$ cat src/source/cpu_pkg.sv
// 6502 core shared types
`default_nettype none

package cpu_pkg;

  // --------------------------------------------------
  // Bus widths
  // --------------------------------------------------
  localparam int ADDR_WIDTH = 16;
  localparam int DATA_WIDTH = 8;

  typedef logic [ADDR_WIDTH-1:0] addr_t;
  typedef logic [DATA_WIDTH-1:0] byte_t;

  // Low byte of reset vector, high byte at next address
  localparam addr_t RESET_VECTOR = 16'hFFFC;

  // --------------------------------------------------
  // Supported opcodes
  // --------------------------------------------------
  typedef enum byte_t {
    LDA_IMM = 8'hA9,
    LDA_ABS = 8'hAD,
    LDX_ABS = 8'hAE,
    LDY_ABS = 8'hAC,
    STA_ABS = 8'h8D,
    STX_ABS = 8'h8E,
    STY_ABS = 8'h8C,
    JMP_ABS = 8'h4C,
    ADC_ABS = 8'h6D,
    AND_ABS = 8'h2D,
    ORA_ABS = 8'h0D,
    EOR_ABS = 8'h4D,
    CLC_IMP = 8'h18,
    SEC_IMP = 8'h38,
    NOP_IMP = 8'hEA
  } opcode_e;

  // Sequencer states, all eight codes in use
  typedef enum logic [2:0] {
    RESET,
    VECTOR_1,
    VECTOR_2,
    FETCH,
    DECODE,
    ABS_1,
    ABS_2,
    HALT
  } state_e;

  // Path through the sequencer after DECODE
  typedef enum logic [2:0] {
    MODE_IMPLIED,
    MODE_IMMEDIATE,
    MODE_ABSOLUTE,
    MODE_JUMP,
    MODE_ILLEGAL
  } mode_e;

  // OP_PASS forwards the operand for loads
  typedef enum logic [2:0] {
    OP_ADC,
    OP_AND,
    OP_ORA,
    OP_EOR,
    OP_PASS
  } alu_op_e;

  typedef enum logic [1:0] {
    REG_A,
    REG_X,
    REG_Y
  } reg_sel_e;

  // --------------------------------------------------
  // Decoded instruction
  // --------------------------------------------------
  typedef struct packed {
    mode_e    mode;
    alu_op_e  alu_op;
    reg_sel_e target;       // Load destination or store source
    logic     is_store;
    logic     carry_write;  // Carry takes carry_value
    logic     carry_value;
  } decode_t;

endpackage

`default_nettype wire

$ cat src/source/exec_if.sv
// Sequencer to register file link
`default_nettype none

interface exec_if import cpu_pkg::*; ();

  // Decoded instruction of the current opcode
  decode_t dec;
  // Immediate byte or absolute data byte
  byte_t   operand;
  // One cycle in the last cycle of an instruction
  logic    execute;
  // Register selected by dec.target
  byte_t   store_data;

  modport seq (
    output dec,
    output operand,
    output execute,
    input  store_data
  );

  modport regs (
    input  dec,
    input  operand,
    input  execute,
    output store_data
  );

endinterface

`default_nettype wire

$ cat src/source/opcode_decoder.sv
// Instruction decoder
`default_nettype none

module opcode_decoder import cpu_pkg::*; (
  input  byte_t   ir,
  output decode_t dec
);

  always_comb begin
    // Anything not listed below halts the core
    dec.mode        = MODE_ILLEGAL;
    dec.alu_op      = OP_PASS;
    dec.target      = REG_A;
    dec.is_store    = 1'b0;
    dec.carry_write = 1'b0;
    dec.carry_value = 1'b0;

    case (ir)
      // Implied, only the carry changes
      CLC_IMP: begin
        dec.mode        = MODE_IMPLIED;
        dec.carry_write = 1'b1;
      end
      SEC_IMP: begin
        dec.mode        = MODE_IMPLIED;
        dec.carry_write = 1'b1;
        dec.carry_value = 1'b1;
      end
      NOP_IMP: dec.mode = MODE_IMPLIED;

      LDA_IMM: dec.mode = MODE_IMMEDIATE;

      // Absolute loads through the ALU pass path
      LDA_ABS: dec.mode = MODE_ABSOLUTE;
      LDX_ABS: begin
        dec.mode   = MODE_ABSOLUTE;
        dec.target = REG_X;
      end
      LDY_ABS: begin
        dec.mode   = MODE_ABSOLUTE;
        dec.target = REG_Y;
      end

      // Stores, target is the source register
      STA_ABS: begin
        dec.mode     = MODE_ABSOLUTE;
        dec.is_store = 1'b1;
      end
      STX_ABS: begin
        dec.mode     = MODE_ABSOLUTE;
        dec.target   = REG_X;
        dec.is_store = 1'b1;
      end
      STY_ABS: begin
        dec.mode     = MODE_ABSOLUTE;
        dec.target   = REG_Y;
        dec.is_store = 1'b1;
      end

      JMP_ABS: dec.mode = MODE_JUMP;

      // Accumulator ops with memory
      ADC_ABS: begin
        dec.mode   = MODE_ABSOLUTE;
        dec.alu_op = OP_ADC;
      end
      AND_ABS: begin
        dec.mode   = MODE_ABSOLUTE;
        dec.alu_op = OP_AND;
      end
      ORA_ABS: begin
        dec.mode   = MODE_ABSOLUTE;
        dec.alu_op = OP_ORA;
      end
      EOR_ABS: begin
        dec.mode   = MODE_ABSOLUTE;
        dec.alu_op = OP_EOR;
      end
      default: ;
    endcase
  end

endmodule

`default_nettype wire

$ cat src/source/alu.sv
// Accumulator ALU
`default_nettype none

module alu import cpu_pkg::*; (
  input  byte_t   a,
  input  byte_t   b,
  input  logic    carry_in,
  input  alu_op_e op,
  output byte_t   result,
  output logic    carry_out
);

  // Ninth bit is the carry out of the add
  logic [DATA_WIDTH:0] sum;

  assign sum = {1'b0, a} + {1'b0, b} + {{DATA_WIDTH{1'b0}}, carry_in};

  always_comb begin
    carry_out = 1'b0;
    case (op)
      OP_ADC: begin
        result    = sum[DATA_WIDTH-1:0];
        carry_out = sum[DATA_WIDTH];
      end
      OP_AND:  result = a & b;
      OP_ORA:  result = a | b;
      OP_EOR:  result = a ^ b;
      // Loads
      default: result = b;
    endcase
  end

endmodule

`default_nettype wire

$ cat src/source/register_file.sv
// A, X, Y and carry registers
`default_nettype none

module register_file import cpu_pkg::*; (
  input logic  clk,
  input logic  resetn,
  exec_if.regs exec
);

  byte_t reg_a;
  byte_t reg_x;
  byte_t reg_y;
  logic  carry;

  byte_t alu_result;
  logic  alu_carry;
  logic  write_reg;
  byte_t selected;

  alu i_alu (
    .a         (reg_a),
    .b         (exec.operand),
    .carry_in  (carry),
    .op        (exec.dec.alu_op),
    .result    (alu_result),
    .carry_out (alu_carry)
  );

  // Implied ops leave A, X and Y alone
  assign write_reg = !exec.dec.is_store && (exec.dec.mode != MODE_IMPLIED);

  // --------------------------------------------------
  // Register update on the execute strobe
  // --------------------------------------------------
  always_ff @(posedge clk) begin
    if (!resetn) begin
      reg_a <= '0;
      reg_x <= '0;
      reg_y <= '0;
      carry <= 1'b0;
    end else if (exec.execute) begin
      if (write_reg) begin
        case (exec.dec.target)
          REG_X:   reg_x <= alu_result;
          REG_Y:   reg_y <= alu_result;
          default: reg_a <= alu_result;
        endcase
        // Only the add produces a carry
        if (exec.dec.alu_op == OP_ADC) begin
          carry <= alu_carry;
        end
      end
      if (exec.dec.carry_write) begin
        carry <= exec.dec.carry_value;
      end
    end
  end

  // Store source for the sequencer
  always_comb begin
    case (exec.dec.target)
      REG_X:   selected = reg_x;
      REG_Y:   selected = reg_y;
      default: selected = reg_a;
    endcase
  end

  assign exec.store_data = selected;

endmodule

`default_nettype wire

$ cat src/source/bus_sequencer.sv
// Bus cycle sequencer
`default_nettype none

module bus_sequencer import cpu_pkg::*; (
  input  logic    clk,
  input  logic    resetn,
  input  byte_t   rd_data,
  input  decode_t dec,
  output byte_t   ir,
  output addr_t   address,
  output byte_t   wr_data,
  output logic    wr_enable,
  exec_if.seq     exec
);

  state_e state;
  addr_t  pc;
  byte_t  operand_lo;
  addr_t  target_addr;
  logic   exec_pulse;

  // High operand byte is on the bus during ABS_1
  assign target_addr = {rd_data, operand_lo};

  // --------------------------------------------------
  // Execute strobe and register file link
  // --------------------------------------------------
  always_comb begin
    case (state)
      DECODE:  exec_pulse = (dec.mode == MODE_IMPLIED) || (dec.mode == MODE_IMMEDIATE);
      ABS_2:   exec_pulse = 1'b1;
      default: exec_pulse = 1'b0;
    endcase
  end

  assign exec.execute = exec_pulse;
  assign exec.dec     = dec;
  // Immediate byte in DECODE, data byte in ABS_2
  assign exec.operand = rd_data;

  // --------------------------------------------------
  // State machine and bus outputs
  // --------------------------------------------------
  always_ff @(posedge clk) begin
    if (!resetn) begin
      state     <= RESET;
      address   <= RESET_VECTOR;
      wr_enable <= 1'b0;
    end else begin
      case (state)
        RESET: state <= VECTOR_1;

        // Vector low byte on the bus
        VECTOR_1: begin
          pc[7:0] <= rd_data;
          address <= RESET_VECTOR + 16'd1;
          state   <= VECTOR_2;
        end

        // Vector high byte, jump to it
        VECTOR_2: begin
          pc      <= {rd_data, pc[7:0]};
          address <= {rd_data, pc[7:0]};
          state   <= FETCH;
        end

        FETCH: begin
          ir      <= rd_data;
          address <= pc + 16'd1;
          state   <= DECODE;
        end

        // Byte after the opcode is always read
        DECODE: begin
          operand_lo <= rd_data;
          case (dec.mode)
            MODE_IMPLIED: begin
              pc      <= pc + 16'd1;
              address <= pc + 16'd1;
              state   <= FETCH;
            end
            MODE_IMMEDIATE: begin
              pc      <= pc + 16'd2;
              address <= pc + 16'd2;
              state   <= FETCH;
            end
            MODE_ABSOLUTE, MODE_JUMP: begin
              address <= pc + 16'd2;
              state   <= ABS_1;
            end
            // Address holds at opcode plus one
            default: state <= HALT;
          endcase
        end

        ABS_1: begin
          address <= target_addr;
          if (dec.mode == MODE_JUMP) begin
            pc    <= target_addr;
            state <= FETCH;
          end else begin
            // Write strobe covers ABS_2 only
            wr_enable <= dec.is_store;
            wr_data   <= exec.store_data;
            state     <= ABS_2;
          end
        end

        // Data cycle at the operand address
        ABS_2: begin
          wr_enable <= 1'b0;
          pc        <= pc + 16'd3;
          address   <= pc + 16'd3;
          state     <= FETCH;
        end

        // Left only through reset
        default: state <= HALT;
      endcase
    end
  end

endmodule

`default_nettype wire

$ cat src/source/cpu_top.sv
// 6502 core top level
`default_nettype none

module cpu_top import cpu_pkg::*; (
  input  logic  clk,
  input  logic  resetn,
  input  byte_t rd_data,
  output addr_t address,
  output byte_t wr_data,
  output logic  wr_enable
);

  byte_t   ir;
  decode_t dec;

  exec_if i_exec_if ();

  // Bus side and control
  bus_sequencer i_bus_sequencer (
    .clk       (clk),
    .resetn    (resetn),
    .rd_data   (rd_data),
    .dec       (dec),
    .ir        (ir),
    .address   (address),
    .wr_data   (wr_data),
    .wr_enable (wr_enable),
    .exec      (i_exec_if.seq)
  );

  opcode_decoder i_opcode_decoder (
    .ir  (ir),
    .dec (dec)
  );

  // Registers and ALU
  register_file i_register_file (
    .clk    (clk),
    .resetn (resetn),
    .exec   (i_exec_if.regs)
  );

endmodule

`default_nettype wire

$ cat config.mk
export PLATFORM = sky130hd
export DESIGN_NAME = cpu_top
export DESIGN_NICKNAME = d
export VERILOG_FILES = /design/src/source/cpu_pkg.sv /design/src/source/exec_if.sv /design/src/source/opcode_decoder.sv /design/src/source/alu.sv /design/src/source/register_file.sv /design/src/source/bus_sequencer.sv /design/src/source/cpu_top.sv
export SDC_FILE = /design/constraint.sdc
export NUM_CORES = 1
export LEC_CHECK = 0
export ABC_AREA = 1
export BUFFER_PORTS_ARGS = -buffer_cell sky130_fd_sc_hd__clkbuf_2
export CORE_MARGIN = 2
export CORE_UTILIZATION = 50
export DETAILED_ROUTE_END_ITERATION = 10
export PLACE_DENSITY = 0.78
export SETUP_SLACK_MARGIN = 0.15
export SYNTH_ARGS = -nofsm -noshare
export SYNTH_HDL_FRONTEND = slang
export SYNTH_SLANG_ARGS = --single-unit
export TNS_END_PERCENT = 30
$ cat constraint.sdc
create_clock -name clk -period 2.8 [get_ports clk]
set_input_delay 0.42 -clock clk [delete_from_list [all_inputs] [get_ports clk]]
set_output_delay 0.42 -clock clk [all_outputs]
set_load 0.01 [all_outputs]
==> flow_metrics.tcl, run 1 <==
set metrics [dict create \
    cts_hold_buf 0 \
    ys_types 49 \
    fmax_ghz 0.427 \
    first_iter_violations 524 \
    synth_compound_area_share_pct 12.7 \
    antenna_found_initial 0 \
    maxSlewViolCount 0 \
    drcViolationCount 0 \
    yosysWarnings 0 \
    vias_per_cell 5.54 \
    grt_first_pass_wirelength_um 30000 \
    ys_seq_area_share_pct 33.9 \
    grt_overflow 0 \
    drtPass1Iterations 6 \
    netlist_area_um2 6190 \
    finClkSkew_ns 0.00771 \
    synth_edf_count 40 \
    initial_core_util_pct 51.4 \
    cp.depth 12 \
    holdPathStages 1 \
    irDropWorstVdd_mv 0.289 \
    r2r-start "i_bus_sequencer.ir[2]" \
    p_int_mw 2.20 \
    critPathLaunchType "register" \
    cts_buffer_depth 2 \
    die_width_um 115 \
    setup_viol 0 \
    period_needed_ns 2.34 \
    cts_sinks 85 \
    final_util_pct 57.4 \
    row_count 40 \
    synthArstFlopShare_pct 0 \
    p_clk_share_pct 38.4 \
    fin_setup_tns_ns 0 \
    path_buf_inv 1 \
    dp_hpwl_um 13800 \
    die_y_um 115 \
    fp.coreArea_um2 12100 \
    postCtsSetupBuffers 0 \
    synth_nets 949 \
    cp_slowest_cell "edfxtp_1" \
    startpoint "i_bus_sequencer.ir[2]" \
    hold_ws_ns 0.398 \
    port_buffers 34 \
    cts_tree "yes" \
    placed_cell_area_um2 6630 \
    outcome "completed" \
    drv_cap 0 \
    grt_max_degree 32 \
    crit_family "simple AND/OR/NAND/NOR gates" \
    synthXorXnorAreaFrac_pct 2.69 \
    drive_gt1_share_pct 12.5 \
    track_usage_pct 29.9 \
    clk_pin_slew_ns 0.07 \
    critPathCapture "i_bus_sequencer.address[1]" \
    drt-total-wl_um 19100 \
    max_stage_delay_ns 0.44 \
    wire_per_inst_um 16.8 \
    ff2ff_setup_slack_ns 0.46 \
    power_frac_seq_pct 44.5 \
    p_sw_share_pct 30.4 \
    rsz0062_at_grt "no" \
    synthMuxAreaShare_pct 0 \
    grt_pass1_vias 5928 \
    pin_count 35 \
    combPwrFrac_pct 17.1 \
    power_density_nw_per_um2 456 \
    die_area_um2 13300 \
    clock_latency_ns 0.36 \
    critical_path_arrival_ns 2.64 \
    worstMarginPinSlew_ns 0.755 \
    antenna_cells 0 \
    hold_viol 0 \
    cts_buffers 9 \
    max_slew_margin_pct 49.5 \
    endpoint_kind "register" \
    cp_max_fo 13 \
    clockRootBuffer "clkbuf_16" \
    worstReg2RegEnd "i_bus_sequencer.address[1]" \
    crit_type "reg2reg" \
    synth_simple_gate_area_share_pct 36.4 \
    worstPathRequired_ns 3.09 \
    rr_worst_depth 12 \
    p_switching_mw 0.961 \
    num_vias 6291 \
    ant_nets 0 \
    cts_resized 0 \
    cts-htree-levels 3 \
    period_share_pct 83.7 \
    cp_cell_sequence "nand2_2, nor2_8, nand2_4, nand2_2, nor2_4, nand3_2, buf_4, nand2_1, nand3_1, nand2_1, nand2_1, a21oi_1" \
    synth_top_family_by_area "simple AND/OR/NAND/NOR gates" \
    synth_fa_ha_area_share_pct 5.09 \
    leakagePower_nw 3.20 \
    hp-class "in2reg" \
    critical_path.most_common_cell "nand2_1" \
    synthFlopType "dfxtp_1" \
    synthCells 915 \
    gp_congestion 0.975 \
    synth-seq-cells 85 \
    final_nets 997 \
    area_delta_synth_final_pct 11.9 \
    synth.avg_cell_area_um2 6.77 \
    final_area_um2 6930 \
]
-- stage by stage --
| stage | power (mW) | worst slack (ns) | std cells |
|---|---|---|---|
| after floorplan | 1.77 | 0.628 | 915 |
| after CTS | 3.16 | 0.375 | 1136 |
| after global routing | 3.29 | 0.319 | 1136 |
| after detailed placement | 1.96 | 0.386 | 1120 |
| after global placement | 1.96 | 0.375 | 1120 |
| final | 3.16 | 0.458 | 1136 |
-- sequential cells by signal, indices dropped and copies added (netlist names) --
| register | flops |
|---|---|
| i_bus_sequencer.address | 16 |
| i_bus_sequencer.pc | 16 |
| i_bus_sequencer.ir | 8 |
| i_bus_sequencer.operand_lo | 8 |
| i_bus_sequencer.wr_data | 8 |
| i_register_file.reg_a | 8 |
| i_register_file.reg_x | 8 |
| i_register_file.reg_y | 8 |
| i_bus_sequencer.state | 3 |
| i_bus_sequencer.wr_enable | 1 |
| i_register_file.carry | 1 |
-- kinds of logic (layout without fill, tap and decap cells) --
kind of cell	count (synthesis)	count (layout)
compound gates	134	134
xor+xnor	19	19
fa+ha+maj	24	24
buf+inv	141	194
flops	85	85
simple gates	512	512
-- final cells by class --
type,instances,area (µm²)
Multi-Input combinational cell,689,3530
Fill cell,1194,5130
Tap cell,168,210
Clock buffer,11,254
Sequential cell,85,2100
Inverter,122,458
Timing Repair Buffer,56,335
Clock inverter,5,43.8
-- power groups by stage --
stage,combinational (mW),clock (mW),sequential [mW]
final,0.540,1.21,1.41
after global routing,0.598,1.27,1.41
after CTS,0.530,1.22,1.41
after detailed placement,0.526,0,1.44
after global placement,0.522,0,1.43
after floorplan,0.332,0,1.44
-- worst register-to-register path, cell delays in order (launching register included) --
cell and delay (ns):
edfxtp_1 0.44, nand2_2 0.23, nor2_8 0.09, nand2_4 0.14, nand2_2 0.08, nor2_4 0.17, nand3_2 0.35, buf_4 0.33
nand2_1 0.07, nand3_1 0.08, nand2_1 0.11, nand2_1 0.06, a21oi_1 0.12
-- worst min-delay path by stage --
stage / start / slack [ns] / to
after floorplan: i_bus_sequencer.address[1] / 0.49 / i_bus_sequencer.address[1]
after global placement: i_bus_sequencer.address[13] / 0.45 / i_bus_sequencer.address[13]
after detailed placement: i_bus_sequencer.address[13] / 0.45 / i_bus_sequencer.address[13]
after CTS: rd_data[6] / 0.40 / i_bus_sequencer.ir[6]
after global routing: rd_data[6] / 0.42 / i_bus_sequencer.ir[6]
final: rd_data[1] / 0.40 / i_bus_sequencer.ir[1]
-- cells in the final DEF, fill, tap and decap left out, types with 3 or more instances in the layout --
master,netlist,routed
nand2_1,275,275
nor2_1,128,128
inv_1,106,106
nand3_1,51,51
o21ai_0,47,47
dfxtp_1,45,45
edfxtp_1,40,40
a21oi_1,35,34
clkbuf_2,1,34
ha_1,22,22
buf_4,4,22
xor2_1,18,18
nand4_1,15,15
o22ai_1,14,14
inv_2,13,13
o211ai_1,12,12
clkbuf_16,0,10
nand2_2,8,8
nor2_2,6,6
o21ai_1,6,6
nor3_1,5,5
nor2_4,4,4
o2111ai_1,4,4
nand2_4,3,3
clkinv_1,3,3
nand3_2,3,3
a31oi_1,3,3
a211oi_1,3,3
nand3b_1,3,3
nand3_4,3,3
-- metal layers --
layer	global-route usage [%]	up-vias	wire length, µm
li1	-	3064	-
met4	16.3	0	966
met1	35.3	2856	7320
met3	6.59	76	1610
met2	50.4	295	9170
met5	0	-	0
-- cell usage after synthesis (8+ instances only) --
master	n	area share, %
inv_2	13	0.79
nand4_1	15	1.5
clkbuf_1	9	0.55
xor2_1	18	2.5
dfxtp_1	45	15
nor2_1	128	7.8
edfxtp_1	40	19
o22ai_1	14	1.4
nand3_1	51	4.1
a21oi_1	35	2.8
inv_1	106	6.4
nand2_1	275	17
ha_1	22	4.4
nand2_2	8	0.81
o211ai_1	12	1.5
o21ai_0	47	3.8
(Power assumes the default switching activity.)
==> run 2: changes to the inputs <==
--- a/config.mk
+++ b/config.mk
@@ -5,12 +5,12 @@
 export SDC_FILE = /design/constraint.sdc
 export NUM_CORES = 1
 export LEC_CHECK = 0
-export ABC_AREA = 1
+export ABC_AREA = 0
 export BUFFER_PORTS_ARGS = -buffer_cell sky130_fd_sc_hd__clkbuf_2
 export CORE_MARGIN = 2
 export CORE_UTILIZATION = 50
 export DETAILED_ROUTE_END_ITERATION = 10
-export PLACE_DENSITY = 0.78
+export PLACE_DENSITY = 0.81
 export SETUP_SLACK_MARGIN = 0.15
 export SYNTH_ARGS = -nofsm -noshare
 export SYNTH_HDL_FRONTEND = slang
==> constraint.sdc (replaced) <==
create_clock -name clk -period 2.05 [get_ports clk]
set_input_delay 0.3075 -clock clk [delete_from_list [all_inputs] [get_ports clk]]
set_output_delay 0.3075 -clock clk [all_outputs]
set_load 0.01 [all_outputs]
==> flow_metrics.tcl, run 2 <==
set metrics [dict create \
    grt_util_met3_pct 7.22 \
    worstMarginPinSlew_ns 0.629 \
    grt_use_met1_pct 42.3 \
    crit_type "reg2reg" \
    num_vias 7051 \
    cp_slowest_cell "or4bb_1" \
    p_int_mw 3.29 \
    combPwrFrac_pct 23.1 \
    first_iter_violations 944 \
    grtUsageMet2_pct 57.0 \
    drive_gt1_share_pct 37.4 \
    critical_path.most_common_cell "buf_4" \
    clock_latency_ns 0.36 \
    pin_count 35 \
    synthCells 761 \
    critPathLaunchType "register" \
    die_y_um 115 \
    cts_buffers 9 \
    endpoint_kind "register" \
    gp_congestion 0.998 \
    track_usage_pct 34.5 \
    period_share_pct 119 \
    grt_max_degree 28 \
    cts-htree-levels 3 \
    outcome "complete, but fails checks" \
    hold_viol 0 \
    hold_ws_ns 0.309 \
    p_switching_mw 1.44 \
    ys_seq_area_share_pct 34.0 \
    synth_area_leaders "edfxtp_1 19%, dfxtp_1 15%, a21oi_1 5.5%" \
    grt_pass1_vias 6596 \
    antenna_found_initial 0 \
    vias_per_cell 6.34 \
    drt-total-wl_um 23500 \
    worstPathRequired_ns 2.34 \
    synth_edf_count 40 \
    dp_hpwl_um 16100 \
    p_sw_share_pct 30.5 \
    final_util_pct 72.4 \
    postLayoutSetupSlackWorst_ns -0.386 \
    maxSlewViolCount 0 \
    p_clk_share_pct 36.8 \
    power_density_nw_per_um2 542 \
    drv_cap 0 \
    critical_path_arrival_ns 2.72 \
    cp_max_fo 9 \
    die_area_um2 13300 \
    fin_setup_tns_ns -17.86 \
    placed_cell_area_um2 7710 \
    synthFlopType "dfxtp_1" \
    max_slew_margin_pct 57.6 \
    cp_cell_sequence "or4bb_1, o31ai_2, a21o_4, buf_4, buf_6, nand2_1, a21oi_1, nor3_2, buf_4, o21ai_0" \
    fp.coreArea_um2 12100 \
    irDropWorstVdd_mv 0.466 \
    synthArstFlopShare_pct 0 \
    failed_checks "setup timing" \
    grt_first_pass_wirelength_um 34900 \
    clockRootBuffer "clkbuf_16" \
    fin_cells 1112 \
    cts_sinks 85 \
    antenna_cells 0 \
    yosys.area.top_type "edfxtp_1" \
    die_width_um 115 \
    final_cell_mix "168 x buf_4, 77 x nand2_1, 61 x nor2_1" \
    dp_slack_ns -0.540 \
    synth_nets 795 \
    row_count 40 \
    port_buffers 34 \
    cts_tree "yes" \
    finClkSkew_ns 0.00880 \
    synth-seq-cells 85 \
    cts_buffer_depth 2 \
    ant_nets 0 \
    netlist.area_leader.share_pct 19.4 \
    wire_per_inst_um 21.1 \
    largestRegisters "i_bus_sequencer.address (16), i_bus_sequencer.pc (16)" \
    drtPass1Iterations 5 \
    place_inst 1077 \
    synth.avg_cell_area_um2 8.13 \
    ys_types 77 \
    netlist_area_um2 6190 \
    final_common_cell "buf_4" \
    fmax_ghz 0.411 \
    path_buf_inv 3 \
    area_delta_synth_final_pct 41.1 \
    initial_core_util_pct 51.3 \
    final_nets 973 \
    final_area_um2 8730 \
    period_needed_ns 2.44 \
    clk_pin_slew_ns 0.07 \
    leakagePower_nw 3.43 \
    yosysWarnings 0 \
    grt_overflow 0 \
    synth_top_cells_by_count "85 x nand2_1, 69 x nor2_1, 68 x a21oi_1" \
    grt.busiest_layer "met2" \
    synth.most_common_cell "nand2_1" \
    max_stage_delay_ns 0.52 \
    crit_family "compound AO/OA/AOI/OAI gates" \
    setup_viol 78 \
    power_mw 4.74 \
    power_frac_seq_pct 40.1 \
    drcViolationCount 0 \
    hp-class "in2reg" \
    rsz0062_at_grt "yes" \
]
==> run 2: cell count changes after synthesis, sizes merged, moves of 19 or more <==
cell,before,now
xnor2,1,22
clkbuf,10,42
nand2,286,85
nor2,139,70
a21oi,35,68
nand3,57,25
nor3,6,25
inv,119,29
==> run 2: kinds of logic after synthesis <==
| logic type | Yosys count | share of synthesized area [%] |
|---|---|---|
| simple gates | 273 | 21.8 |
| compound gates | 238 | 25.1 |
| buf+inv | 88 | 5.86 |
| flops | 85 | 34.0 |
| xor+xnor | 40 | 5.66 |
| fa+ha+maj | 24 | 5.09 |
| mux | 13 | 2.61 |
==> run 2: path summary, 6_finish.rpt <==
path	from	to	slack, ns	depth (start not counted)
max	i_bus_sequencer.ir[4]	i_bus_sequencer.address[3]	-0.39	10
min	rd_data[4]	i_bus_sequencer.ir[4]	0.31	2
max reg2reg	i_bus_sequencer.ir[4]	i_bus_sequencer.address[3]	-0.39	10
min reg2reg	i_register_file.reg_x[1]	i_register_file.reg_x[1]	0.46	2
==> run 2: per-layer routing <==
layer	up-vias	wire length [µm]
met2	469	11100
met3	123	2310
met1	3313	8610
li1	3146	-
met5	-	0
met4	0	1490
==> run 2: repair_timing <==
action / in CTS / in global routing
gates resized for setup: 72 / 79
hold buffers: 0 / 0
buffers inserted: 7 / 11
pin swaps: 16 / 38
cloned: 0 / 1
endpoints found under the setup margin: 90 / 93
==> run 2: worst register-to-register path, delay by kind of cell (launching register included) <==
| family | cells | cell delay (ns) |
|---|---|---|
| buffers and inverters | 3 | 0.42 |
| AND/OR/NAND/NOR | 3 | 0.69 |
| flip-flops | 1 | 0.38 |
| AO/OA/AOI/OAI | 4 | 0.88 |
==> run 2: power groups by stage <==
stage / combinational (mW) / sequential (mW) / clock (mW)
floorplan: 0.515 / 1.92 / 0
global placement: 0.947 / 1.93 / 0
detailed placement: 0.960 / 1.93 / 0
CTS: 1.00 / 1.89 / 1.74
global route: 1.15 / 1.90 / 1.81
finish: 1.09 / 1.90 / 1.74
==> run 2: final cells by class <==
cell class | instances | area [µm²]
Multi-Input combinational cell | 588 | 4300
Timing Repair Buffer | 224 | 1700
Inverter | 31 | 116
Sequential cell | 85 | 2100
Clock inverter | 6 | 70.1
Tap cell | 168 | 210
Clock buffer | 10 | 239
Fill cell | 847 | 3330
==> run 3: changes to the inputs <==
--- a/config.mk
+++ b/config.mk
@@ -5,10 +5,11 @@
 export SDC_FILE = /design/constraint.sdc
 export NUM_CORES = 1
 export LEC_CHECK = 0
-export ABC_AREA = 0
+export ABC_AREA = 1
 export BUFFER_PORTS_ARGS = -buffer_cell sky130_fd_sc_hd__clkbuf_2
 export CORE_MARGIN = 2
 export CORE_UTILIZATION = 50
+export CTS_CLUSTER_SIZE = 28
 export DETAILED_ROUTE_END_ITERATION = 10
 export PLACE_DENSITY = 0.81
 export SETUP_SLACK_MARGIN = 0.15
==> flow_metrics.tcl, run 3 (synthesized netlist as in run 1, its figures left out) <==
set metrics [dict create \
    power_density_nw_per_um2 565 \
    drcViolationCount 0 \
    track_usage_pct 30.6 \
    drt-total-wl_um 22600 \
    grt_overflow 0 \
    largestRegisters "i_bus_sequencer.address (16), i_bus_sequencer.pc (16)" \
    final_area_um2 8310 \
    antenna_cells 0 \
    port_buffers 34 \
    outcome "complete, but fails checks" \
    setup_viol 4 \
    postLayoutSetupSlackWorst_ns -0.0469 \
    drtPass1Iterations 6 \
    placed_cell_area_um2 7060 \
    finClkSkew_ns 0.0117 \
    endpoint_kind "register" \
    gp_congestion 1.04 \
    max_slew_margin_pct 64.5 \
    cts_buffer_depth 2 \
    grt_max_degree 31 \
    rsz0062_at_grt "yes" \
    period_share_pct 102 \
    clockRootBuffer "clkbuf_16" \
    cts_tree "yes" \
    drive_gt1_share_pct 28.7 \
    final_cell_mix "250 x nand2_1, 104 x nor2_1, 97 x inv_1" \
    cts-htree-levels 3 \
    drv_cap 0 \
    hp-class "in2reg" \
    first_iter_violations 761 \
    critPathLaunchType "register" \
    hold_ws_ns 0.297 \
    cp_max_fo 7 \
    pin_count 35 \
    cts_sinks 85 \
    power_mw 4.69 \
    ant_nets 0 \
    worstPathRequired_ns 2.29 \
    cts_buffers 9 \
    maxSlewViolCount 0 \
    worstMarginPinSlew_ns 0.532 \
    period_needed_ns 2.10 \
    hold_viol 0 \
    vias_per_cell 5.69 \
    die_area_um2 13300 \
    critical_path_arrival_ns 2.34 \
    irDropWorstVdd_mv 0.643 \
    row_count 40 \
    final_common_cell "nand2_1" \
    fp.coreArea_um2 12100 \
    wire_per_inst_um 18.4 \
    clock_latency_ns 0.36 \
    initial_core_util_pct 51.4 \
    grt_pass1_vias 6326 \
    area_delta_synth_final_pct 34.2 \
    final_nets 1090 \
    die_width_um 115 \
    num_vias 6999 \
    grt_first_pass_wirelength_um 31100 \
    die_y_um 115 \
    dp_slack_ns -0.0868 \
    dp_hpwl_um 14300 \
    failed_checks "setup timing" \
    clk_pin_slew_ns 0.07 \
    leakagePower_nw 3.75 \
    antenna_found_initial 0 \
    fmax_ghz 0.477 \
    crit_type "reg2reg" \
]
## run 3: changes by cell type in the layout (fill, tap and decap cells not counted), moves of 24 or more
cell	delta
nand2_1	+173
inv_1	+70
nand2_2	+24
nor2_1	+43
buf_4	-75
a21oi_1	-25
## run 3: worst max-delay path, stage by stage, from the launching register on
cell      delay (ns)
edfxtp_1        0.51
inv_2           0.09
nand2_2         0.12
nor2_2          0.07
nand2_2         0.11
nand2_2         0.07
nor2_4          0.17
nand3_4         0.15
buf_6           0.17
o211ai_1        0.16
nand2_1         0.19
nand2_1         0.11
nand2_1         0.06
## run 3: through the flow
step	std cells	util (%)	setup TNS [ns]
floorplan	915	-	0
global placement	1170	58.5	-0.154
detailed placement	1170	58.5	-0.272
CTS	1198	62.7	0
global route	1229	68.9	-1.94
finish	1229	68.9	-0.0494
## run 3: cell type report
| class | instances | area [µm²] |
|---|---|---|
| clock buffer | 12 | 268 |
| clock inverter | 4 | 53.8 |
| fill | 963 | 3750 |
| inverter | 122 | 478 |
| multi-input combinational | 692 | 4080 |
| sequential | 85 | 2110 |
| tap | 168 | 210 |
| timing repair buffer | 145 | 1100 |
| timing repair inverter | 1 | 7.51 |
## run 3: path summary, 6_finish.rpt
path                                     from                       endpoint  slack [ns]  cells past startpoint
setup / recovery        i_bus_sequencer.ir[7]    i_bus_sequencer.address[10]       -0.05                     12
hold / removal                     rd_data[2]  i_bus_sequencer.operand_lo[2]        0.30                      2
setup reg to reg        i_bus_sequencer.ir[7]    i_bus_sequencer.address[10]       -0.05                     12
hold reg to reg   i_bus_sequencer.address[15]    i_bus_sequencer.address[15]        0.47                      2
## run 3: metal layers
layer	up-vias	share of wire (%)	GRT usage, %	wire length [µm]
li1	3263	-	-	-
met4	0	5.9	16.0	1340
met2	399	49	53.7	11100
met3	124	8.6	7.64	1930
met5	-	0	0	0
met1	3213	36	34.2	8240
## run 3: report_power, final
group	internal, mW	switching [mW]
Sequential	1.86	0.0572
Combinational	0.379	0.604
Clock	1.06	0.734
Total	3.30	1.40
## run 3: what timing repair did
action	in CTS	in global routing
hold buffers	0	0
buffers inserted	11	28
pin swaps	10	64
endpoints found under the setup margin	67	78
gates cloned	1	3
resized for setup	23	133
